[config.mk]
export PLATFORM = sky130hd
export DESIGN_NAME = mips_decoder
export DESIGN_NICKNAME = d
export VERILOG_FILES = /design/src/rtl/mips_pkg.sv /design/src/rtl/mips_decoder.sv
export VERILOG_INCLUDE_DIRS = /design/src /design/src/rtl
export SDC_FILE = /design/constraint.sdc
export NUM_CORES = 1
export LEC_CHECK = 0
export ABC_AREA = 1
export ABC_CLOCK_PERIOD_IN_PS = 1000
export BUFFER_PORTS_ARGS = -buffer_cell sky130_fd_sc_hd__buf_4
export CORE_UTILIZATION = 35
export DETAILED_ROUTE_END_ITERATION = 12
export PLACE_DENSITY = 0.78
export SETUP_SLACK_MARGIN = 0.3
export SLEW_MARGIN = 20
export SYNTH_ARGS = -nofsm -noshare
export SYNTH_HDL_FRONTEND = slang
export SYNTH_SLANG_ARGS = --single-unit
[constraint.sdc]
create_clock -name vclk -period 1
set_input_delay 0 -clock vclk [all_inputs]
set_output_delay 0 -clock vclk [all_outputs]
set_load 0.005 [all_outputs]
[src/rtl/mips_consts.svh]
`ifndef MIPS_CONSTS_SVH
`define MIPS_CONSTS_SVH

// first fetch address after reset
`define MIPS_RESET_VECTOR 32'hBFC0_0000

// jumping here stops the core
`define MIPS_HALT_ADDR 32'h0000_0000

// architectural register file size
`define MIPS_NUM_REGS 32

// return address target of jal and the linking branches
`define MIPS_LINK_REG 5'd31

`endif

[src/rtl/mips_pkg.sv]
`include "mips_consts.svh"

package mips_pkg;

    typedef enum logic [5:0] {
        op_special = 6'h00,
        op_regimm  = 6'h01,
        op_j       = 6'h02,
        op_jal     = 6'h03,
        op_beq     = 6'h04,
        op_bne     = 6'h05,
        op_addiu   = 6'h09,
        op_slti    = 6'h0a,
        op_andi    = 6'h0c,
        op_ori     = 6'h0d,
        op_xori    = 6'h0e,
        op_lui     = 6'h0f,
        op_lw      = 6'h23,
        op_sw      = 6'h2b
    } opcode_e;

    typedef enum logic [5:0] {
        fn_sll   = 6'h00,
        fn_srl   = 6'h02,
        fn_sra   = 6'h03,
        fn_jr    = 6'h08,
        fn_jalr  = 6'h09,
        fn_mfhi  = 6'h10,
        fn_mflo  = 6'h12,
        fn_mult  = 6'h18,
        fn_multu = 6'h19,
        fn_addu  = 6'h21,
        fn_subu  = 6'h23,
        fn_and   = 6'h24,
        fn_or    = 6'h25,
        fn_xor   = 6'h26,
        fn_slt   = 6'h2a,
        fn_sltu  = 6'h2b
    } funct_e;

    typedef enum logic [3:0] {
        alu_add, alu_sub, alu_and, alu_or, alu_xor, alu_slt,
        alu_sltu, alu_sll, alu_srl, alu_sra, alu_lui
    } alu_op_e;

    typedef enum logic {
        phase_fetch   = 1'b0,
        phase_execute = 1'b1
    } phase_e;

    // source of the register write-back value
    typedef enum logic [2:0] {
        wb_alu, wb_mem, wb_hi, wb_lo, wb_link
    } wb_sel_e;

    typedef enum logic [1:0] {
        br_eq, br_ne, br_ltz, br_gez
    } branch_kind_e;

    typedef struct packed {
        alu_op_e                           alu_op;
        logic                              use_imm;
        logic                              imm_zero_ext;
        logic                              reg_write;
        logic [$clog2(`MIPS_NUM_REGS)-1:0] dest;
        wb_sel_e                           wb_sel;
        logic                              mem_read;
        logic                              mem_write;
        logic                              branch;
        branch_kind_e                      branch_kind;
        logic                              jump_imm;
        logic                              jump_reg;
        logic                              muldiv_write;
        logic                              mul_signed;
    } ctrl_t;

    typedef struct packed {
        logic [31:0] result;
        logic [31:0] mem_addr;
        logic        take_branch;
    } exec_t;

endpackage

[src/rtl/mips_decoder.sv]
`timescale 1ns/1ps
`include "mips_consts.svh"

module mips_decoder (
    input  logic [31:0]     instr,
    output mips_pkg::ctrl_t ctrl
);

    mips_pkg::opcode_e opcode;
    mips_pkg::funct_e  funct;
    logic [4:0]        rt;
    logic [4:0]        rd;

    assign opcode = mips_pkg::opcode_e'(instr[31:26]);
    assign funct  = mips_pkg::funct_e'(instr[5:0]);
    assign rt     = instr[20:16];
    assign rd     = instr[15:11];

    always_comb begin
        // anything not matched below behaves as a nop
        ctrl.alu_op       = mips_pkg::alu_add;
        ctrl.use_imm      = 1'b0;
        ctrl.imm_zero_ext = 1'b0;
        ctrl.reg_write    = 1'b0;
        ctrl.dest         = rt;
        ctrl.wb_sel       = mips_pkg::wb_alu;
        ctrl.mem_read     = 1'b0;
        ctrl.mem_write    = 1'b0;
        ctrl.branch       = 1'b0;
        ctrl.branch_kind  = mips_pkg::br_eq;
        ctrl.jump_imm     = 1'b0;
        ctrl.jump_reg     = 1'b0;
        ctrl.muldiv_write = 1'b0;
        ctrl.mul_signed   = 1'b0;

        case (opcode)
            mips_pkg::op_special: begin
                ctrl.dest      = rd;
                ctrl.reg_write = 1'b1;
                case (funct)
                    mips_pkg::fn_addu: ctrl.alu_op = mips_pkg::alu_add;
                    mips_pkg::fn_subu: ctrl.alu_op = mips_pkg::alu_sub;
                    mips_pkg::fn_and:  ctrl.alu_op = mips_pkg::alu_and;
                    mips_pkg::fn_or:   ctrl.alu_op = mips_pkg::alu_or;
                    mips_pkg::fn_xor:  ctrl.alu_op = mips_pkg::alu_xor;
                    mips_pkg::fn_slt:  ctrl.alu_op = mips_pkg::alu_slt;
                    mips_pkg::fn_sltu: ctrl.alu_op = mips_pkg::alu_sltu;
                    mips_pkg::fn_sll:  ctrl.alu_op = mips_pkg::alu_sll;
                    mips_pkg::fn_srl:  ctrl.alu_op = mips_pkg::alu_srl;
                    mips_pkg::fn_sra:  ctrl.alu_op = mips_pkg::alu_sra;
                    mips_pkg::fn_mfhi: ctrl.wb_sel = mips_pkg::wb_hi;
                    mips_pkg::fn_mflo: ctrl.wb_sel = mips_pkg::wb_lo;
                    mips_pkg::fn_jr: begin
                        ctrl.jump_reg  = 1'b1;
                        ctrl.reg_write = 1'b0;
                    end
                    mips_pkg::fn_jalr: begin
                        ctrl.jump_reg = 1'b1;
                        ctrl.wb_sel   = mips_pkg::wb_link;
                    end
                    mips_pkg::fn_mult, mips_pkg::fn_multu: begin
                        ctrl.reg_write    = 1'b0;
                        ctrl.muldiv_write = 1'b1;
                        ctrl.mul_signed   = (funct == mips_pkg::fn_mult);
                    end
                    default: ctrl.reg_write = 1'b0;
                endcase
            end
            mips_pkg::op_regimm: begin
                // only bltz, bgez, bltzal and bgezal
                if (rt[3:1] == 3'b000) begin
                    ctrl.branch      = 1'b1;
                    ctrl.branch_kind = rt[0] ? mips_pkg::br_gez : mips_pkg::br_ltz;
                    // linking forms write r31 whether taken or not
                    if (rt[4]) begin
                        ctrl.reg_write = 1'b1;
                        ctrl.dest      = `MIPS_LINK_REG;
                        ctrl.wb_sel    = mips_pkg::wb_link;
                    end
                end
            end
            mips_pkg::op_j: ctrl.jump_imm = 1'b1;
            mips_pkg::op_jal: begin
                ctrl.jump_imm  = 1'b1;
                ctrl.reg_write = 1'b1;
                ctrl.dest      = `MIPS_LINK_REG;
                ctrl.wb_sel    = mips_pkg::wb_link;
            end
            mips_pkg::op_beq: begin
                ctrl.branch      = 1'b1;
                ctrl.branch_kind = mips_pkg::br_eq;
            end
            mips_pkg::op_bne: begin
                ctrl.branch      = 1'b1;
                ctrl.branch_kind = mips_pkg::br_ne;
            end
            mips_pkg::op_addiu, mips_pkg::op_slti: begin
                ctrl.reg_write = 1'b1;
                ctrl.use_imm   = 1'b1;
                ctrl.alu_op    = (opcode == mips_pkg::op_slti) ? mips_pkg::alu_slt
                                                                : mips_pkg::alu_add;
            end
            mips_pkg::op_andi, mips_pkg::op_ori, mips_pkg::op_xori: begin
                ctrl.reg_write    = 1'b1;
                ctrl.use_imm      = 1'b1;
                ctrl.imm_zero_ext = 1'b1;
                case (opcode)
                    mips_pkg::op_andi: ctrl.alu_op = mips_pkg::alu_and;
                    mips_pkg::op_ori:  ctrl.alu_op = mips_pkg::alu_or;
                    default:           ctrl.alu_op = mips_pkg::alu_xor;
                endcase
            end
            mips_pkg::op_lui: begin
                ctrl.reg_write = 1'b1;
                ctrl.alu_op    = mips_pkg::alu_lui;
            end
            mips_pkg::op_lw: begin
                ctrl.reg_write = 1'b1;
                ctrl.mem_read  = 1'b1;
                ctrl.wb_sel    = mips_pkg::wb_mem;
            end
            mips_pkg::op_sw: ctrl.mem_write = 1'b1;
            default: ;
        endcase
    end

endmodule

**After elaboration in Yosys (flattened, before gate mapping)**

Index checks and enable logic that the tools add are counted.

- Bitwise logic cells: 0
- Eq/ne operators: 28
- $add $sub $neg: 0
- Multiply operators: 0
- Reduce and logical (&&, ||, !) cells: 11
- $lt $le $gt $ge: 0
- Divide/modulo/power cells: 0
- Mux-type cells: 22
- Shifts and indexed selects: 0

Operators with widths:

| kind | count |
|---|---|
| $eq 6x6->1 const B | 9 |
| $eq 6x4->1 const B | 8 |
| $pmux 4 s9 | 1 |
| $eq 6x2->1 const B | 4 |
| $eq 6x5->1 const B | 4 |
| $mux 9 | 2 |
| $pmux 3 s3 | 2 |
| $pmux 4 s4 | 1 |
| $pmux 5 s3 | 1 |
| $reduce_or 13->1 | 1 |
| $eq 6x3->1 const B | 2 |
| $logic_not 6->1 | 2 |
| $pmux 3 s4 | 1 |
| $mux 3 | 3 |
| $mux 1 | 8 |
| $reduce_or 2->1 | 4 |
| $reduce_or 8->1 | 1 |
| $eq 6x1->1 const B | 1 |
| $pmux 3 s2 | 1 |
| $reduce_or 5->1 | 1 |
| $logic_not 3->1 | 1 |
| $pmux 1 s3 | 1 |
| $reduce_or 3->1 | 1 |
| $mux 2 | 1 |

- Bits in read-only memories: 0
- Flip-flop bits (word level): 0
- Bits of input ports: 32
- Logic and storage cells: 61
- Output and inout bits: 24
- RAM bits: 0
- Latch bits: 0
- Memories kept: 0

**Logic depth before layout (Yosys ltp)**

- Depth in word-level cells: 4
- Mapped depth: 8

**Least setup slack after synthesis**

No wires, ideal clock.

- Path type: input to output
- Start point: in instr[31]
- End point: out ctrl[17] (netlist name)
- Stages: 8
- Data required time: 1.000 ns
- Setup slack: 0.223 ns
- Data arrival time: 0.777 ns
- Cell sequence: nor2_2 -> buf_4 -> nand3_2 -> nor2_4 -> nand2_1 -> nand2_1 -> nor2_1 -> nand2_1

RTL lines:

| what | RTL line | RTL |
|---|---|---|
| start: declaration | mips_decoder.sv:5 | `input logic [31:0] instr,` |
| end: declaration | mips_decoder.sv:6 | `output mips_pkg::ctrl_t ctrl` |

==> impl_metrics.tcl <==
set metrics [dict create \
    critPathCaptureType "output port" \
    synth.distinct_cells 20 \
    start_util_pct 37.1 \
    violations "negative setup slack" \
    p_leak_uw 0.000719 \
    fp.dieArea_um2 1990 \
    min_period_ps 1070 \
    core_um2 1710 \
    fin_crit_sh_pct 107 \
    arrival_ps 1070 \
    grt_pass1_vias 922 \
    start_kind "input pin" \
    first_iter_violations 42 \
    design_area_um2 1360 \
    cp.required_ps 1000 \
    finalWorstSetupSlack_ps -67.2 \
    yosysMostFrequentCell "nand2_1" \
    seqCellArea_um2 0 \
    hold_class "input pin to output port" \
    ir_worst_vdd_mv 0.231 \
    antenna_found_initial 0 \
    die_height_um 44.6 \
    synth_nets 158 \
    final_nets 227 \
    drtPass1Iterations 4 \
    cap_violations 0 \
    rsz0062_at_grt "yes" \
    rows 15 \
    seq_cells 0 \
    synthCells 126 \
    worstMarginPinSlew_ps 245 \
    worstPathMaxFanout 6 \
    synth_top_area_share_pct 19.7 \
    area_growth_pct 114 \
    power_uw 392 \
    power.density_nw_per_um2 289 \
    dp_hpwl_mm 1.84 \
    synth_common_cells "nand2_1, nand3_1, nor2_1, inv_1, o21ai_1" \
    die_w_um 44.6 \
    drt-total-wl_mm 3.14 \
    viasPerCell 5.35 \
    vias 1166 \
    place_area_um2 1090 \
    place.gp.congestion 0.751 \
    yosys.area.top_type "nand3_1" \
    n_antenna_cell 0 \
    syn_avg_cell_area_um2 5.03 \
    synth_area_um2 634 \
    ys_seq_area_share_pct 0 \
    drive_above_1_share_pct 57.0 \
    outcome "complete, but fails checks" \
    grt_pass1_wl_mm 3.83 \
    fmax_ghz 0.937 \
    whs_ps 273 \
    hold_buffers 0 \
    postRouteAntennaNets 0 \
    drc 0 \
    synthTopCellsByArea "nand3_1, nand2_1, nor2_1" \
    max-slew-margin-rel_pct 83.6 \
    finalHoldViolations 0 \
    setup_violations 10 \
    maxSlewViolCount 0 \
    tns_ps -336 \
    yosysWarnings 0 \
    port_buffers 46 \
    path_class "input pin to output port" \
    grt_max_degree 7 \
    final_util_pct 79.5 \
    n_clock_buffer 0 \
    overflow 0 \
    grt.total_usage_pct 24.6 \
    wl_per_cell_um 14.4 \
    io_pins 56 \
]
==> cells by family (layout without fill, tap and decap cells) <==
group / count (synthesis) / count (layout) / share of synthesized area (%)
AO/OA/AOI/OAI: 12 / 12 / 10.5
buffers and inverters: 20 / 87 / 12.4
AND/OR/NAND/NOR: 94 / 94 / 77.1
==> per-layer routing <==
metal | share of wire (%) | up-vias | GRT usage (%)
met2 | 54 | 72 | 47.6
met1 | 37 | 534 | 31.8
met5 | 0 | - | 0
met4 | 2.2 | 0 | 0.606
met3 | 6.8 | 10 | 0
li1 | - | 550 | -
==> critical path, stage by stage <==
cell and delay, ps:
buf_6 100, nor2_4 200, nand3_4 150, nor2_8 170, inv_4 70, o21ai_1 220, buf_4 160
==> where the power goes <==
group / switching (uW) / internal (uW) / total, uW
Combinational: 207 / 186 / 392
Sequential: 0 / 0 / 0
Clock: 0 / 0 / 0
==> layout by cell type, fill, tap and decap left out, drive strengths merged, types with 2 or more instances in the layout <==
master / instances
nand3: 29
nor4: 2
inv: 19
nand2: 32
nor3: 2
nand4: 2
nor2: 26
o21ai: 10
buf: 68
==> timing repair <==
action	4_1_cts	5_1_grt
gates resized for setup	25	27
buffers inserted	6	6
endpoints found under the setup margin	24	24
pin swaps	10	8
==> metrics by stage <==
stage,cells,setup WS [ps]
after global placement,206,-16.7
after floorplan,126,288
after CTS,212,17.3
after detailed placement,206,-22.9
final,218,-67.2
after global routing,218,-126
==> area by class of cell <==
type / instances / area [um2]
multi-input combinational: 106 / 682
timing repair buffer: 68 / 571
fill: 104 / 350
inverter: 19 / 73.8
tap: 25 / 31.3
==> path summary, 6_finish.rpt <==
check | start | endpoint | depth (start not counted)
setup / recovery | instr[29] | ctrl[23] | 7
hold / removal | instr[5] | ctrl[2] | 3
No activity file was read; power rests on OpenSTA's default activity.
