[src/rtl/mips_consts.svh]
`ifndef MIPS_CONSTS_SVH
`define MIPS_CONSTS_SVH

// first fetch address after reset
`define MIPS_RESET_VECTOR 32'hBFC0_0000

// jumping here stops the core
`define MIPS_HALT_ADDR 32'h0000_0000

// architectural register file size
`define MIPS_NUM_REGS 32

// return address target of jal and the linking branches
`define MIPS_LINK_REG 5'd31

`endif

[src/rtl/mips_pkg.sv]
`include "mips_consts.svh"

package mips_pkg;

    typedef enum logic [5:0] {
        op_special = 6'h00,
        op_regimm  = 6'h01,
        op_j       = 6'h02,
        op_jal     = 6'h03,
        op_beq     = 6'h04,
        op_bne     = 6'h05,
        op_addiu   = 6'h09,
        op_slti    = 6'h0a,
        op_andi    = 6'h0c,
        op_ori     = 6'h0d,
        op_xori    = 6'h0e,
        op_lui     = 6'h0f,
        op_lw      = 6'h23,
        op_sw      = 6'h2b
    } opcode_e;

    typedef enum logic [5:0] {
        fn_sll   = 6'h00,
        fn_srl   = 6'h02,
        fn_sra   = 6'h03,
        fn_jr    = 6'h08,
        fn_jalr  = 6'h09,
        fn_mfhi  = 6'h10,
        fn_mflo  = 6'h12,
        fn_mult  = 6'h18,
        fn_multu = 6'h19,
        fn_addu  = 6'h21,
        fn_subu  = 6'h23,
        fn_and   = 6'h24,
        fn_or    = 6'h25,
        fn_xor   = 6'h26,
        fn_slt   = 6'h2a,
        fn_sltu  = 6'h2b
    } funct_e;

    typedef enum logic [3:0] {
        alu_add, alu_sub, alu_and, alu_or, alu_xor, alu_slt,
        alu_sltu, alu_sll, alu_srl, alu_sra, alu_lui
    } alu_op_e;

    typedef enum logic {
        phase_fetch   = 1'b0,
        phase_execute = 1'b1
    } phase_e;

    // source of the register write-back value
    typedef enum logic [2:0] {
        wb_alu, wb_mem, wb_hi, wb_lo, wb_link
    } wb_sel_e;

    typedef enum logic [1:0] {
        br_eq, br_ne, br_ltz, br_gez
    } branch_kind_e;

    typedef struct packed {
        alu_op_e                           alu_op;
        logic                              use_imm;
        logic                              imm_zero_ext;
        logic                              reg_write;
        logic [$clog2(`MIPS_NUM_REGS)-1:0] dest;
        wb_sel_e                           wb_sel;
        logic                              mem_read;
        logic                              mem_write;
        logic                              branch;
        branch_kind_e                      branch_kind;
        logic                              jump_imm;
        logic                              jump_reg;
        logic                              muldiv_write;
        logic                              mul_signed;
    } ctrl_t;

    typedef struct packed {
        logic [31:0] result;
        logic [31:0] mem_addr;
        logic        take_branch;
    } exec_t;

endpackage

[src/rtl/mips_pc_unit.sv]
`timescale 1ns/1ps
`include "mips_consts.svh"

module mips_pc_unit (
    input  logic             clk,
    input  logic             reset,
    input  logic             clk_enable,
    input  mips_pkg::ctrl_t  ctrl,
    input  logic             take_branch,
    input  logic [31:0]      jump_target_reg,
    input  logic [31:0]      instr,
    output logic [31:0]      pc,
    output logic [31:0]      delay_slot,
    output mips_pkg::phase_e phase,
    output logic             active
);

    logic [31:0] branch_offset;
    logic [31:0] next_addr;

    assign branch_offset = {{14{instr[15]}}, instr[15:0], 2'b00};

    // address that follows the delay slot
    always_comb begin
        if (take_branch) begin
            next_addr = delay_slot + branch_offset;
        end else if (ctrl.jump_imm) begin
            next_addr = {delay_slot[31:28], instr[25:0], 2'b00};
        end else if (ctrl.jump_reg) begin
            next_addr = jump_target_reg;
        end else begin
            // sequential, one word past the incoming pc
            next_addr = delay_slot + 32'd4;
        end
    end

    always_ff @(posedge clk) begin
        if (reset) begin
            pc         <= `MIPS_RESET_VECTOR;
            delay_slot <= `MIPS_RESET_VECTOR + 32'd4;
            phase      <= mips_pkg::phase_fetch;
        end else if (clk_enable && active) begin
            if (phase == mips_pkg::phase_fetch) begin
                phase <= mips_pkg::phase_execute;
            end else begin
                phase      <= mips_pkg::phase_fetch;
                pc         <= delay_slot;
                delay_slot <= next_addr;
            end
        end
    end

    // core stops once it reaches the halt address
    assign active = (pc != `MIPS_HALT_ADDR);

endmodule

[config.mk]
export PLATFORM = sky130hd
export DESIGN_NAME = mips_pc_unit
export DESIGN_NICKNAME = d
export VERILOG_FILES = /design/src/rtl/mips_pkg.sv /design/src/rtl/mips_pc_unit.sv
export VERILOG_INCLUDE_DIRS = /design/src /design/src/rtl
export SDC_FILE = /design/constraint.sdc
export NUM_CORES = 1
export LEC_CHECK = 0
export ABC_CLOCK_PERIOD_IN_PS = 3200
export BUFFER_PORTS_ARGS = -buffer_cell sky130_fd_sc_hd__buf_2
export CORE_ASPECT_RATIO = 1.75
export CORE_MARGIN = 2
export CORE_UTILIZATION = 50
export DETAILED_ROUTE_END_ITERATION = 10
export MAX_ROUTING_LAYER = met4
export PLACE_DENSITY = 0.75
export SYNTH_ARGS = -nofsm -noshare
export SYNTH_HDL_FRONTEND = slang
export SYNTH_SLANG_ARGS = --single-unit
[constraint.sdc]
create_clock -name clk -period 3.2 [get_ports clk]
set_input_delay 0.64 -clock clk [delete_from_list [all_inputs] [get_ports clk]]
set_output_delay 0.64 -clock clk [all_outputs]
set_load 0.005 [all_outputs]
# Word-level counts from Yosys, hierarchy flattened
# Index checks and enable logic that the tools add are counted.
[word_totals]
ff_bits = 65
in_bits = 92
[op_classes]
add_sub_neg = 2
eq_ne = 1
muxes = 4
n_reduce_logical = 4
[op_table]
columns = ["cell", "n"]
rows = [
  ["2-to-1 mux 32 bit", 3],
  ["adder 32 x 3 -> 32 bit, second input constant", 1],
  ["adder 32 bit", 1],
  ["nonzero test 32 bit", 1],
  ["AND reduction 3 bit", 1],
  ["inequality test 2 x 1 -> 1 bit, second input constant", 1],
  ["AND reduction 2 bit", 1],
  ["logical AND 1 bit", 1],
  ["2-to-1 mux 1 bit", 1],
]

# Longest topological paths before layout
# Gate-level depths: netlist of the first run.
[depth]
ltp_word = 4
mapped_depth = 10

# Least setup slack after synthesis of the first run
# OpenSTA, ideal clock, no wires.
[synth_timing]
path_type = "input -> register"
startpoint = "input port instr[9]"
endpoint = "register delay_slot[29]"
setup_ns = 0.128
t_arrival_ns = 2.473
required_time_ns = 3.072
setup_slack_ns = 0.599
path_stages = 8
path_buffers = 0
cell_sequence = "ha_1 or3_2 o211ai_1 a211o_2 a211oi_1 o41ai_1 mux2i_1 o21ai_0"
[synth_between]
elab_chain_len = 2
[synth_rtl]
columns = ["element", "line", "source"]
rows = [
  ["start, declared", "mips_pc_unit.sv:11", "input logic [31:0] instr,"],
  ["adder 32 bit", "mips_pc_unit.sv:26", "next_addr = delay_slot + branch_offset;"],
  ["2-to-1 mux 32 bit", "mips_pc_unit.sv:25", "if (take_branch) begin"],
  ["end signal, assigned", "mips_pc_unit.sv:40", "delay_slot <= `MIPS_RESET_VECTOR + 32'd4;"],
  ["end signal, assigned", "mips_pc_unit.sv:48", "delay_slot <= next_addr;"],
  ["end, declared", "mips_pc_unit.sv:13", "output logic [31:0] delay_slot,"],
]
# No other way between the ends.
# A chain may end at the register's enable or synchronous reset.

# Worst setup path in the final report of the first run
[layout_timing]
startpoint = "register delay_slot[2]"
endpoint = "register delay_slot[30]"
[layout_between]
elab_chain_len = 4
elab_cells_between_ends = 5
cone_classes = "add/sub (2); mux (3)"
[layout_rtl]
columns = ["element", "line", "source"]
rows = [
  ["adder 32 x 3 -> 32 bit", "mips_pc_unit.sv:33", "next_addr = delay_slot + 32'd4;"],
  ["2-to-1 mux 32 bit", "mips_pc_unit.sv:29", "end else if (ctrl.jump_reg) begin"],
  ["2-to-1 mux 32 bit", "mips_pc_unit.sv:27", "end else if (ctrl.jump_imm) begin"],
  ["2-to-1 mux 32 bit (*)", "mips_pc_unit.sv:25", ""],
]
# Every way passes the cells marked *; elsewhere a longest branch is shown, timed or not. The select of a mux whose other input is x is not followed.

==> impl_metrics.prom, run 1 <==
# TYPE chip_impl_metric gauge
chip_impl_metric{name="maxSlewHeadroom",unit="%"} 55.69
chip_impl_info{name="setup.worst_path.end_class",value="flop"} 1
chip_impl_info{name="setup_repair_after_global_routing_missed_its_margin",value="false"} 1
chip_impl_metric{name="synth_enable_flop_cells",unit=""} 0
chip_impl_metric{name="clk_transition_reported_paths",unit="ps"} 70
chip_impl_metric{name="antenna_found_initial",unit=""} 0
chip_impl_metric{name="synth-warning-count",unit=""} 0
chip_impl_metric{name="cts_made_buffers",unit=""} 9
chip_impl_info{name="run_status",value="finished, final reports clean"} 1
chip_impl_metric{name="drc",unit=""} 0
chip_impl_metric{name="via_count_of_the_first_global_routing_pass",unit=""} 5811
chip_impl_metric{name="yosys-mux-area-fraction",unit="%"} 2.698
chip_impl_metric{name="crit_path_max_incr_delay",unit="ps"} 470
chip_impl_info{name="timing.critical_path.cells",value="ha_1 > fa_1 > a21oi_1 > o211ai_1 > o2111ai_1 > a21o_1 > a21oi_1 > a31oi_1 > nor4_1 > a221o_1"} 1
chip_impl_metric{name="post-cts-setup-buffers",unit=""} 0
chip_impl_metric{name="antenna_cells",unit=""} 0
chip_impl_metric{name="ios",unit=""} 158
chip_impl_metric{name="synthCells",unit=""} 706
chip_impl_metric{name="area_growth",unit="%"} 22.33
chip_impl_metric{name="track_usage",unit="%"} 33.53
chip_impl_metric{name="place_congestion",unit=""} 0.9582
chip_impl_metric{name="drt_iter0_drc",unit=""} 351
chip_impl_metric{name="clkLatencyLatePin",unit="ps"} 340
chip_impl_info{name="critical_path.top_delay_family",value="compound AO/OA/AOI/OAI gates"} 1
chip_impl_metric{name="synthXorXnorAreaFrac",unit="%"} 7.420
chip_impl_info{name="clock-root-buffer",value="sky130_fd_sc_hd__clkbuf_16"} 1
chip_impl_info{name="crit_path_frequent_cell",value="sky130_fd_sc_hd__a21oi_1"} 1
chip_impl_metric{name="synthAdderAreaFrac",unit="%"} 7.613
chip_impl_metric{name="finish.utilization",unit="%"} 62.43
chip_impl_metric{name="placeableCoreArea",unit="sq mm"} 0.01018
chip_impl_metric{name="leakage",unit="nW"} 2.753
chip_impl_metric{name="final_hold_viol_count",unit=""} 0
chip_impl_metric{name="crit_required",unit="ps"} 3480
chip_impl_metric{name="vdd_drop_max",unit="uV"} 353.9
chip_impl_metric{name="slew_at_the_pin_closest_to_its_max_slew_limit",unit="ps"} 664.7
chip_impl_metric{name="finalHoldWorstSlack",unit="ps"} 473.9
chip_impl_metric{name="dp_hpwl",unit="microns"} 13890
chip_impl_metric{name="avgViaCountPerCell",unit=""} 6.199
chip_impl_metric{name="design.final.nets",unit=""} 964
chip_impl_metric{name="slew_viol_final",unit=""} 0
chip_impl_metric{name="critPathBufInv",unit=""} 0
chip_impl_metric{name="initial_standard_cell_utilization_of_the_core",unit="%"} 51.03
chip_impl_metric{name="asyncSetResetFlopFracSynth",unit="%"} 0
chip_impl_metric{name="die_w",unit="microns"} 81.05
chip_impl_metric{name="max_freq",unit="MHz"} 344.2
chip_impl_metric{name="dieHeight",unit="microns"} 138.8
chip_impl_metric{name="ant_nets",unit=""} 0
chip_impl_metric{name="detail_route.wirelength",unit="microns"} 18290
chip_impl_metric{name="worstPathMaxFanout",unit=""} 8
chip_impl_metric{name="ctsLongestPathBuffers",unit=""} 2
chip_impl_metric{name="h-tree-depth",unit=""} 3
chip_impl_metric{name="synth_sequential_area_ratio",unit="%"} 25.05
chip_impl_metric{name="setup_viol_count_final",unit=""} 0
chip_impl_metric{name="drt_pre_antenna_iters",unit=""} 5
chip_impl_metric{name="post_synth_and_or_nand_nor_area_fraction",unit="%"} 24.72
chip_impl_metric{name="pin_count_of_the_biggest_net_entering_global_routing",unit=""} 35
chip_impl_metric{name="cap_viol_max_count",unit=""} 0
chip_impl_metric{name="yosys.cell_types.count",unit=""} 63
chip_impl_metric{name="timing.reg2reg.setup_slack",unit="ps"} 290
chip_impl_info{name="tritoncts",value="built"} 1
chip_impl_metric{name="globalRouteOverflowTotal",unit=""} 0
chip_impl_metric{name="post_synth_instance_area",unit="sq mm"} 0.005194
chip_impl_metric{name="synth.ff_latch_count",unit=""} 65
chip_impl_metric{name="powerDensity",unit="mW/mm^2"} 418.6
chip_impl_metric{name="finalClockSkew",unit="ps"} 11.97
chip_impl_info{name="main_combinational_cell_family_by_area_after_synthesis",value="compound AO/OA/AOI/OAI gates"} 1
chip_impl_info{name="timing.critical_path.slowest_stage_cell",value="sky130_fd_sc_hd__dfxtp_1"} 1
chip_impl_info{name="hp-class",value="reg -> reg"} 1
chip_impl_metric{name="cts.hold.buffers_added",unit=""} 0
chip_impl_metric{name="wl_per_cell",unit="microns"} 18.80
chip_impl_metric{name="crit_arrival",unit="ps"} 3180
chip_impl_info{name="worst_setup_path_start_kind",value="flop"} 1
chip_impl_info{name="worst-setup-path-type",value="reg -> reg"} 1
chip_impl_metric{name="vias",unit=""} 6032
chip_impl_metric{name="io_port_bufs",unit=""} 129
chip_impl_metric{name="drive_gt1_share",unit="%"} 22.93
chip_impl_metric{name="synth_area_per_cell",unit="sq um"} 7.357
chip_impl_info{name="yosys_most_used_dff",value="sky130_fd_sc_hd__dfxtp_1"} 1
chip_impl_metric{name="final.setup.tns",unit="ps"} 0
chip_impl_metric{name="clock_sink_count",unit=""} 65
chip_impl_metric{name="grt_first_pass_wirelength",unit="microns"} 28440
chip_impl_metric{name="synth_nets",unit=""} 829
chip_impl_metric{name="period_share",unit="%"} 90.79
chip_impl_metric{name="timing.final.crit_period",unit="ps"} 2905
chip_impl_metric{name="synth_compound_area_share",unit="%"} 27.37
chip_impl_metric{name="design.die.area",unit="sq mm"} 0.01125
chip_impl_metric{name="cts-resized-gates",unit=""} 0
chip_impl_metric{name="row_count",unit=""} 49
[stage by stage]
stage	cell area, sq um	instances	power, W	setup WS [ps]
floorplan	5194	706	0.001384	599.5
global placement	6051	957	0.001624	157.9
detailed placement	6051	957	0.001641	147.3
CTS	6354	973	0.002654	407.9
global route	6354	973	0.002773	224.9
finish	6354	973	0.002660	294.8
[cells in the mapped netlist, drive strengths merged (3+ instances only)]
cell,number,share of area [%]
a31oi,9,1.1
or3,4,0.51
nor2,48,3.5
nor3,16,1.7
nand4,10,1.3
and2,5,0.60
a21o,13,1.9
o21bai,4,0.58
nor2b,5,0.60
o22ai,4,0.48
nand2,128,9.3
buf,5,0.43
o21ai,42,4.0
nor4,14,2.0
dfxtp,65,25
nand2b,4,0.48
xnor2,34,5.7
a211oi,19,2.7
clkbuf,32,3.3
inv,17,1.2
a21oi,77,7.6
a221o,3,0.58
a221oi,10,1.8
or2,3,0.36
ha,30,7.2
a2111oi,3,0.63
and3,10,1.2
xor2,10,1.7
mux2i,14,2.7
o211ai,11,1.7
o31ai,7,1.0
nand3,25,2.6
[kinds of logic after synthesis]
group | Yosys count
buffers and inverters | 55
flip-flops | 65
AO/OA/AOI/OAI | 221
multiplexers | 14
AND/OR/NAND/NOR | 276
adder cells (fa/ha/maj) | 31
XOR/XNOR | 44
[flip-flops by register name, indices dropped and copies added, names as in the netlist]
signal      flops
pc             32
phase           1
delay_slot     32
[metal layers]
layer | wire length, microns | up-vias | share of wire, % | global-route usage, %
li1 | - | 2841 | - | -
met1 | 6481 | 2855 | 35 | 34.04
met2 | 9686 | 257 | 53 | 58.68
met3 | 932 | 79 | 5.1 | 3.646
met4 | 1192 | 0 | 6.5 | 21.77
met5 | 0 | - | 0 | -
[worst paths after layout]
| kind | to | cells after the start | from |
|---|---|---|---|
| worst max-delay path | delay_slot[30]$_SDFFE_PP0P_ | 10 | delay_slot[2]$_SDFFE_PP1P_ |
| worst min-delay path | pc[14]$_SDFFE_PP0P_ | 2 | pc[14]$_SDFFE_PP0P_ |
| worst max register to register | delay_slot[30]$_SDFFE_PP0P_ | 10 | delay_slot[2]$_SDFFE_PP1P_ |
| worst min register to register | pc[14]$_SDFFE_PP0P_ | 2 | pc[14]$_SDFFE_PP0P_ |
[area by class of cell]
| cell class | count | area, sq um |
|---|---|---|
| clock inverters | 7 | 77.57 |
| well taps | 127 | 158.9 |
| clock buffers | 9 | 225.2 |
| repair buffers | 162 | 893.4 |
| flip-flops and latches | 65 | 1301 |
| multi-input cells | 586 | 3633 |
| fillers | 974 | 3824 |
| inverters | 17 | 63.81 |
[worst reg2reg max path: cells and delay by family (launching register included)]
kind,cells,cell delay [ps]
compound gates,7,1660
fa+ha+maj,2,460
simple gates,1,260
flops,1,470
[layout by cell type (no fill, tap or decap), drive strengths merged, types with 5 or more instances in the layout]
cell,n
nor3,16
clkbuf,9
a31oi,9
a21oi,77
o211ai,11
inv,19
nand3,25
a211oi,19
a221oi,10
xor2,10
o21ai,42
mux2i,14
and3,10
ha,30
and2,5
o31ai,7
xnor2,34
nand4,10
a21o,13
nand2,128
dfxtp,65
nor2b,5
nor4,14
nor2,48
buf,162
[report_power, final]
part	internal, W	switching, W	total, W
sequential	0.000849	0.0000573	0.000907
clock	0.000610	0.000409	0.00102
combinational	0.000307	0.000427	0.000734
(Power assumes the default switching activity.)
==> inputs of run 2 (changes only) <==
- CORE_UTILIZATION: 50 -> 53
- PLACE_DENSITY: 0.75 -> 0.79
==> impl_metrics.prom, run 2 (synthesized netlist as in run 1, its figures left out) <==
# TYPE chip_impl_metric gauge
chip_impl_info{name="run_status",value="finished, final reports clean"} 1
chip_impl_metric{name="vias",unit=""} 5975
chip_impl_metric{name="wl_per_cell",unit="microns"} 19.00
chip_impl_metric{name="finalClockSkew",unit="ps"} 5.498
chip_impl_metric{name="max_freq",unit="MHz"} 338.3
chip_impl_metric{name="finish.utilization",unit="%"} 66.50
chip_impl_metric{name="crit_arrival",unit="ps"} 3250
chip_impl_metric{name="row_count",unit=""} 47
chip_impl_info{name="setup_repair_after_global_routing_missed_its_margin",value="false"} 1
chip_impl_metric{name="cts.hold.buffers_added",unit=""} 0
chip_impl_metric{name="post-cts-setup-buffers",unit=""} 0
chip_impl_metric{name="dp_hpwl",unit="microns"} 13760
chip_impl_metric{name="ant_nets",unit=""} 0
chip_impl_metric{name="drt_pre_antenna_iters",unit=""} 5
chip_impl_metric{name="avgViaCountPerCell",unit=""} 6.198
chip_impl_metric{name="drive_gt1_share",unit="%"} 22.45
chip_impl_metric{name="cts-resized-gates",unit=""} 0
chip_impl_metric{name="vdd_drop_max",unit="uV"} 346.2
chip_impl_info{name="hp-class",value="reg -> reg"} 1
chip_impl_info{name="worst-setup-path-type",value="reg -> reg"} 1
chip_impl_metric{name="globalRouteOverflowTotal",unit=""} 0
chip_impl_metric{name="track_usage",unit="%"} 35.39
chip_impl_metric{name="io_port_bufs",unit=""} 129
chip_impl_metric{name="non_filler_instances",unit=""} 964
chip_impl_metric{name="design.die.area",unit="sq mm"} 0.01064
chip_impl_metric{name="powerDensity",unit="mW/mm^2"} 430.2
chip_impl_metric{name="detail_route.wirelength",unit="microns"} 18320
chip_impl_metric{name="reg2reg_depth",unit=""} 10
chip_impl_metric{name="pin_count_of_the_biggest_net_entering_global_routing",unit=""} 36
chip_impl_metric{name="drc",unit=""} 0
chip_impl_metric{name="nFillCells",unit=""} 874
chip_impl_info{name="mostFrequentLayoutCells",value="sky130_fd_sc_hd__buf_2 (129), sky130_fd_sc_hd__nand2_1 (128), sky130_fd_sc_hd__a21oi_1 (76)"} 1
chip_impl_metric{name="setup_viol_count_final",unit=""} 0
chip_impl_metric{name="period_share",unit="%"} 92.38
chip_impl_metric{name="timing.final.crit_period",unit="ps"} 2956
chip_impl_metric{name="cap_viol_max_count",unit=""} 0
chip_impl_info{name="worst_setup_path_start_kind",value="flop"} 1
chip_impl_metric{name="dieHeight",unit="microns"} 135.0
chip_impl_metric{name="clk_transition_reported_paths",unit="ps"} 60
chip_impl_metric{name="antenna_cells",unit=""} 0
chip_impl_metric{name="cts_made_buffers",unit=""} 9
chip_impl_metric{name="report.power.total",unit="W"} 0.002725
chip_impl_metric{name="ios",unit=""} 158
chip_impl_info{name="reg.largest.list",value="delay_slot x32, pc x32, phase x1"} 1
chip_impl_metric{name="clock_sink_count",unit=""} 65
chip_impl_info{name="clock-root-buffer",value="sky130_fd_sc_hd__clkbuf_16"} 1
chip_impl_metric{name="grt_first_pass_wirelength",unit="microns"} 28570
chip_impl_metric{name="place_area",unit="sq mm"} 0.006015
chip_impl_metric{name="slew_viol_final",unit=""} 0
chip_impl_metric{name="die_w",unit="microns"} 78.83
chip_impl_metric{name="hold_path_depth",unit=""} 2
chip_impl_metric{name="drt_iter0_drc",unit=""} 345
chip_impl_metric{name="place_congestion",unit=""} 0.9838
chip_impl_metric{name="final_hold_viol_count",unit=""} 0
chip_impl_info{name="setup.worst_path.end_class",value="flop"} 1
chip_impl_metric{name="worstPathMaxFanout",unit=""} 8
chip_impl_metric{name="crit_required",unit="ps"} 3490
chip_impl_metric{name="slew_at_the_pin_closest_to_its_max_slew_limit",unit="ps"} 737.4
chip_impl_metric{name="layout.cell_area.non_filler",unit="sq mm"} 0.006335
chip_impl_metric{name="maxSlewHeadroom",unit="%"} 50.84
chip_impl_metric{name="ctsLongestPathBuffers",unit=""} 2
chip_impl_info{name="final_common_cell",value="sky130_fd_sc_hd__buf_2"} 1
chip_impl_metric{name="design.final.nets",unit=""} 960
chip_impl_metric{name="leakage",unit="nW"} 2.745
chip_impl_metric{name="post-place-cells",unit=""} 948
chip_impl_metric{name="final.setup.tns",unit="ps"} 0
chip_impl_metric{name="antenna_found_initial",unit=""} 0
chip_impl_metric{name="h-tree-depth",unit=""} 3
chip_impl_metric{name="placeableCoreArea",unit="sq mm"} 0.009527
chip_impl_metric{name="initial_standard_cell_utilization_of_the_core",unit="%"} 54.52
chip_impl_info{name="tritoncts",value="built"} 1
chip_impl_metric{name="clkLatencyLatePin",unit="ps"} 340
chip_impl_metric{name="via_count_of_the_first_global_routing_pass",unit=""} 5816
chip_impl_metric{name="area_growth",unit="%"} 21.97
==> run 2: cell types whose count changed in the layout (fill, tap and decap cells not counted) <==
cell / change
sky130_fd_sc_hd__clkbuf_1: +1
sky130_fd_sc_hd__clkinvlp_4: -1
sky130_fd_sc_hd__bufinv_16: +1
sky130_fd_sc_hd__inv_6: -1
sky130_fd_sc_hd__buf_4: -4
==> run 2: routing by layer <==
| layer | global-route usage [%] | wire (microns) |
|---|---|---|
| met1 | 34.95 | 6499 |
| met2 | 63.39 | 9707 |
| met3 | 4.947 | 844 |
| met4 | 23.56 | 1268 |
| met5 | - | 0 |
==> run 2: power by group <==
| part | internal, W | switching (W) | leakage (nW) |
|---|---|---|---|
| registers | 0.000850 | 0.0000563 | 0.529 |
| clock network | 0.000687 | 0.000406 | 0.157 |
| logic | 0.000300 | 0.000426 | 2.06 |
| total | 0.00184 | 0.000889 | 2.75 |
==> run 2: final timing paths <==
check | end | slack, ps | start
setup / recovery | delay_slot[30]$_SDFFE_PP0P_ | 240 | delay_slot[2]$_SDFFE_PP1P_
hold / removal | pc[8]$_SDFFE_PP0P_ | 470 | pc[8]$_SDFFE_PP0P_
setup reg to reg | delay_slot[30]$_SDFFE_PP0P_ | 240 | delay_slot[2]$_SDFFE_PP1P_
hold reg to reg | pc[8]$_SDFFE_PP0P_ | 470 | pc[8]$_SDFFE_PP0P_
==> run 2: final cells by class <==
cell class / instances / area (sq um) / share of cell area (%)
Tap cell: 122 / 152.6 / 2.410
Sequential cell: 65 / 1301 / 20.54
Timing Repair Buffer: 158 / 863.3 / 13.63
Inverter: 17 / 63.81 / 1.007
Clock buffer: 10 / 229.0 / 3.614
Multi-Input combinational cell: 586 / 3633 / 57.36
Clock inverter: 6 / 91.34 / 1.442
==> run 2: stage by stage <==
stage          setup slack (ps)  hold slack [ps]
2_1_floorplan             599.5            460.7
3_3_place_gp              108.1            460.2
3_5_place_dp              103.8            464.2
4_1_cts                   345.1            471.8
5_1_grt                   69.71            487.7
6_report                  243.8            471.3
==> run 2: critical path: stages (launching register included) <==
cell and delay, ps:
sky130_fd_sc_hd__dfxtp_1 480, sky130_fd_sc_hd__ha_1 250, sky130_fd_sc_hd__fa_1 240, sky130_fd_sc_hd__a21oi_1 110, sky130_fd_sc_hd__o211ai_1 320, sky130_fd_sc_hd__o2111ai_1 210
sky130_fd_sc_hd__a21o_1 250, sky130_fd_sc_hd__a21oi_1 400, sky130_fd_sc_hd__a31oi_1 230, sky130_fd_sc_hd__nor4_1 270, sky130_fd_sc_hd__a221o_1 140
==> inputs of run 3 (changes only) <==
- GPL_TIMING_DRIVEN: default -> 0
==> impl_metrics.prom, run 3 (synthesized netlist as in run 1, its figures left out) <==
# TYPE chip_impl_metric gauge
chip_impl_metric{name="period_share",unit="%"} 95.40
chip_impl_metric{name="power_frac_clock",unit="%"} 40.8
chip_impl_metric{name="cts_made_buffers",unit=""} 9
chip_impl_metric{name="dp_hpwl",unit="microns"} 15960
chip_impl_metric{name="power.share.combinational",unit="%"} 25.7
chip_impl_info{name="tritoncts",value="built"} 1
chip_impl_metric{name="drive_gt1_share",unit="%"} 19.29
chip_impl_metric{name="place_area",unit="sq mm"} 0.005987
chip_impl_metric{name="hold_path_depth",unit=""} 2
chip_impl_metric{name="setup_viol_count_final",unit=""} 0
chip_impl_info{name="worst_r2r_endpoint",value="delay_slot[24]$_SDFFE_PP1P_"} 1
chip_impl_metric{name="clock_sink_count",unit=""} 65
chip_impl_metric{name="switching_power_as_a_share_of_total_power",unit="%"} 31.90
chip_impl_metric{name="maxSlewHeadroom",unit="%"} 38.95
chip_impl_metric{name="clk_transition_reported_paths",unit="ps"} 60
chip_impl_metric{name="place_congestion",unit=""} 0.9765
chip_impl_metric{name="worstPathMaxFanout",unit=""} 8
chip_impl_metric{name="globalRouteOverflowTotal",unit=""} 0
chip_impl_metric{name="crit_path_max_incr_delay",unit="ps"} 510
chip_impl_metric{name="avgViaCountPerCell",unit=""} 6.451
chip_impl_metric{name="p_seq_share",unit="%"} 33.4
chip_impl_metric{name="placeableCoreArea",unit="sq mm"} 0.009527
chip_impl_info{name="timing.critical_path.slowest_stage_cell",value="sky130_fd_sc_hd__dfxtp_1"} 1
chip_impl_metric{name="clkLatencyLatePin",unit="ps"} 340
chip_impl_metric{name="critPathBufInv",unit=""} 0
chip_impl_info{name="run_status",value="finished, final reports clean"} 1
chip_impl_metric{name="antenna_cells",unit=""} 0
chip_impl_info{name="critical_path.top_delay_family",value="compound AO/OA/AOI/OAI gates"} 1
chip_impl_metric{name="slew_at_the_pin_closest_to_its_max_slew_limit",unit="ps"} 908.8
chip_impl_info{name="mostFrequentLayoutCells",value="sky130_fd_sc_hd__nand2_1 (128), sky130_fd_sc_hd__buf_2 (128), sky130_fd_sc_hd__a21oi_1 (76)"} 1
chip_impl_metric{name="crit_arrival",unit="ps"} 3280
chip_impl_metric{name="non_filler_instances",unit=""} 972
chip_impl_metric{name="drt_pre_antenna_iters",unit=""} 5
chip_impl_metric{name="row_count",unit=""} 47
chip_impl_info{name="r2r-start",value="delay_slot[2]$_SDFFE_PP1P_"} 1
chip_impl_info{name="setup_repair_after_global_routing_missed_its_margin",value="false"} 1
chip_impl_metric{name="initial_standard_cell_utilization_of_the_core",unit="%"} 54.52
chip_impl_metric{name="reg2reg_depth",unit=""} 10
chip_impl_metric{name="antenna_found_initial",unit=""} 0
chip_impl_metric{name="max_freq",unit="MHz"} 327.6
chip_impl_metric{name="h-tree-depth",unit=""} 3
chip_impl_info{name="timing.hold.worst_endpoint",value="pc[10]$_SDFFE_PP0P_"} 1
chip_impl_metric{name="finalHoldWorstSlack",unit="ps"} 474.8
chip_impl_metric{name="ant_nets",unit=""} 0
chip_impl_info{name="worst_setup_path_start_kind",value="flop"} 1
chip_impl_metric{name="detail_route.wirelength",unit="microns"} 20570
chip_impl_metric{name="design.die.area",unit="sq mm"} 0.01064
chip_impl_metric{name="post-place-cells",unit=""} 956
chip_impl_metric{name="drc",unit=""} 0
chip_impl_metric{name="final_hold_viol_count",unit=""} 0
chip_impl_info{name="setup.worst_path.end_class",value="flop"} 1
chip_impl_metric{name="area_growth",unit="%"} 22.02
chip_impl_metric{name="timing.final.crit_period",unit="ps"} 3053
chip_impl_metric{name="grt_first_pass_wirelength",unit="microns"} 30940
chip_impl_metric{name="wl_per_cell",unit="microns"} 21.16
chip_impl_metric{name="post-cts-setup-buffers",unit=""} 0
chip_impl_metric{name="drt_iter0_drc",unit=""} 454
chip_impl_info{name="reg.largest.list",value="delay_slot x32, pc x32, phase x1"} 1
chip_impl_info{name="timing.critical_path.cells",value="ha_1 > fa_1 > a21oi_1 > o211ai_1 > o2111ai_1 > a21o_1 > a21oi_1 > mux2i_1 > o21ai_0 > a221o_1"} 1
chip_impl_metric{name="vias",unit=""} 6270
chip_impl_metric{name="leakage",unit="nW"} 2.699
chip_impl_metric{name="die_w",unit="microns"} 78.83
chip_impl_info{name="worst-setup-path-type",value="reg -> reg"} 1
chip_impl_metric{name="crit_required",unit="ps"} 3430
chip_impl_metric{name="layout.cell_area.non_filler",unit="sq mm"} 0.006337
chip_impl_metric{name="design.final.nets",unit=""} 968
chip_impl_metric{name="io_port_bufs",unit=""} 128
chip_impl_metric{name="internal-power",unit="W"} 0.001904
chip_impl_metric{name="via_count_of_the_first_global_routing_pass",unit=""} 5933
chip_impl_metric{name="ios",unit=""} 158
chip_impl_metric{name="vdd_drop_max",unit="uV"} 331.0
chip_impl_info{name="crit_path_frequent_cell",value="sky130_fd_sc_hd__a21oi_1"} 1
chip_impl_metric{name="slew_viol_final",unit=""} 0
chip_impl_metric{name="final.setup.tns",unit="ps"} 0
chip_impl_metric{name="finalClockSkew",unit="ps"} 7.322
chip_impl_metric{name="powerDensity",unit="mW/mm^2"} 441.2
chip_impl_metric{name="cap_viol_max_count",unit=""} 0
chip_impl_metric{name="finish.utilization",unit="%"} 66.52
chip_impl_info{name="hp-class",value="reg -> reg"} 1
chip_impl_metric{name="track_usage",unit="%"} 39.13
chip_impl_metric{name="total_switching_power",unit="W"} 0.0008919
chip_impl_metric{name="ctsLongestPathBuffers",unit=""} 2
chip_impl_metric{name="dieHeight",unit="microns"} 135.0
chip_impl_info{name="clock-root-buffer",value="sky130_fd_sc_hd__clkbuf_16"} 1
chip_impl_metric{name="pin_count_of_the_biggest_net_entering_global_routing",unit=""} 17
chip_impl_metric{name="timing.reg2reg.setup_slack",unit="ps"} 150
chip_impl_info{name="worst_hold_startpoint",value="pc[10]$_SDFFE_PP0P_"} 1
-- run 3: cell types whose count changed in the layout (fill, tap and decap cells not counted), sizes merged --
cell	delta
dlygate4sd3	+1
bufinv	+1
clkinvlp	+1
clkbuf	+32
buf	-25
clkinv	-2
-- run 3: power groups by stage --
stage / combinational [W] / clock (W) / sequential [W]
detailed placement: 0.000700 / 0 / 0.000948
global route: 0.000781 / 0.00119 / 0.000936
global placement: 0.000682 / 0 / 0.000948
floorplan: 0.000465 / 0 / 0.000919
finish: 0.000720 / 0.00114 / 0.000935
CTS: 0.000705 / 0.00114 / 0.000931
-- run 3: worst max-delay path by stage --
stage	start	endpoint	slack [ps]	cells after the start
2_1_floorplan	instr[9]	delay_slot[29]$_SDFFE_PP1P_	600	8
3_3_place_gp	instr[15]	delay_slot[30]$_SDFFE_PP0P_	-80	11
3_5_place_dp	instr[15]	delay_slot[30]$_SDFFE_PP0P_	-120	11
4_1_cts	instr[15]	delay_slot[30]$_SDFFE_PP0P_	220	11
5_1_grt	instr[15]	delay_slot[30]$_SDFFE_PP0P_	20	10
6_report	delay_slot[2]$_SDFFE_PP1P_	delay_slot[24]$_SDFFE_PP1P_	150	10
-- run 3: worst reg2reg max path, stage by stage, from the launching register on --
cell and delay [ps]:
sky130_fd_sc_hd__dfxtp_1 510, sky130_fd_sc_hd__ha_1 260, sky130_fd_sc_hd__fa_1 250, sky130_fd_sc_hd__a21oi_1 110, sky130_fd_sc_hd__o211ai_1 360, sky130_fd_sc_hd__o2111ai_1 230, sky130_fd_sc_hd__a21o_1 270, sky130_fd_sc_hd__a21oi_1 320
sky130_fd_sc_hd__mux2i_1 230, sky130_fd_sc_hd__o21ai_0 110, sky130_fd_sc_hd__a221o_1 320
-- run 3: final cells by class --
type / instances / area (sq um)
plain buffers: 38 / 202.7
well taps: 122 / 152.6
clock inverters: 6 / 115.1
inverters: 17 / 63.81
fillers: 882 / 3189
multi-input cells: 586 / 3632
flip-flops and latches: 65 / 1301
repair buffers: 128 / 640.6
clock buffers: 10 / 229.0
-- run 3: through the flow --
step                      power [W]  setup slack, ps
after floorplan            0.001384            599.5
after global placement     0.001630           -78.26
after detailed placement   0.001648           -118.9
after CTS                  0.002779            223.2
after global routing       0.002904            20.48
final                      0.002796            147.3
-- run 3: repair_timing --
action / 4_1_cts / 5_1_grt
hold buffers: 0 / 0
resized for setup: 0 / 1
setup endpoints to repair: 0 / 1
hold endpoints to repair: 0 / 0
-- run 3: metal layers --
metal | up-vias | wire length [microns] | track usage (%)
li1 | 2864 | - | -
met1 | 2969 | 7238 | 38.76
met2 | 332 | 10720 | 71.51
met3 | 105 | 1127 | 4.947
met4 | 0 | 1480 | 23.66
met5 | - | 0 | -
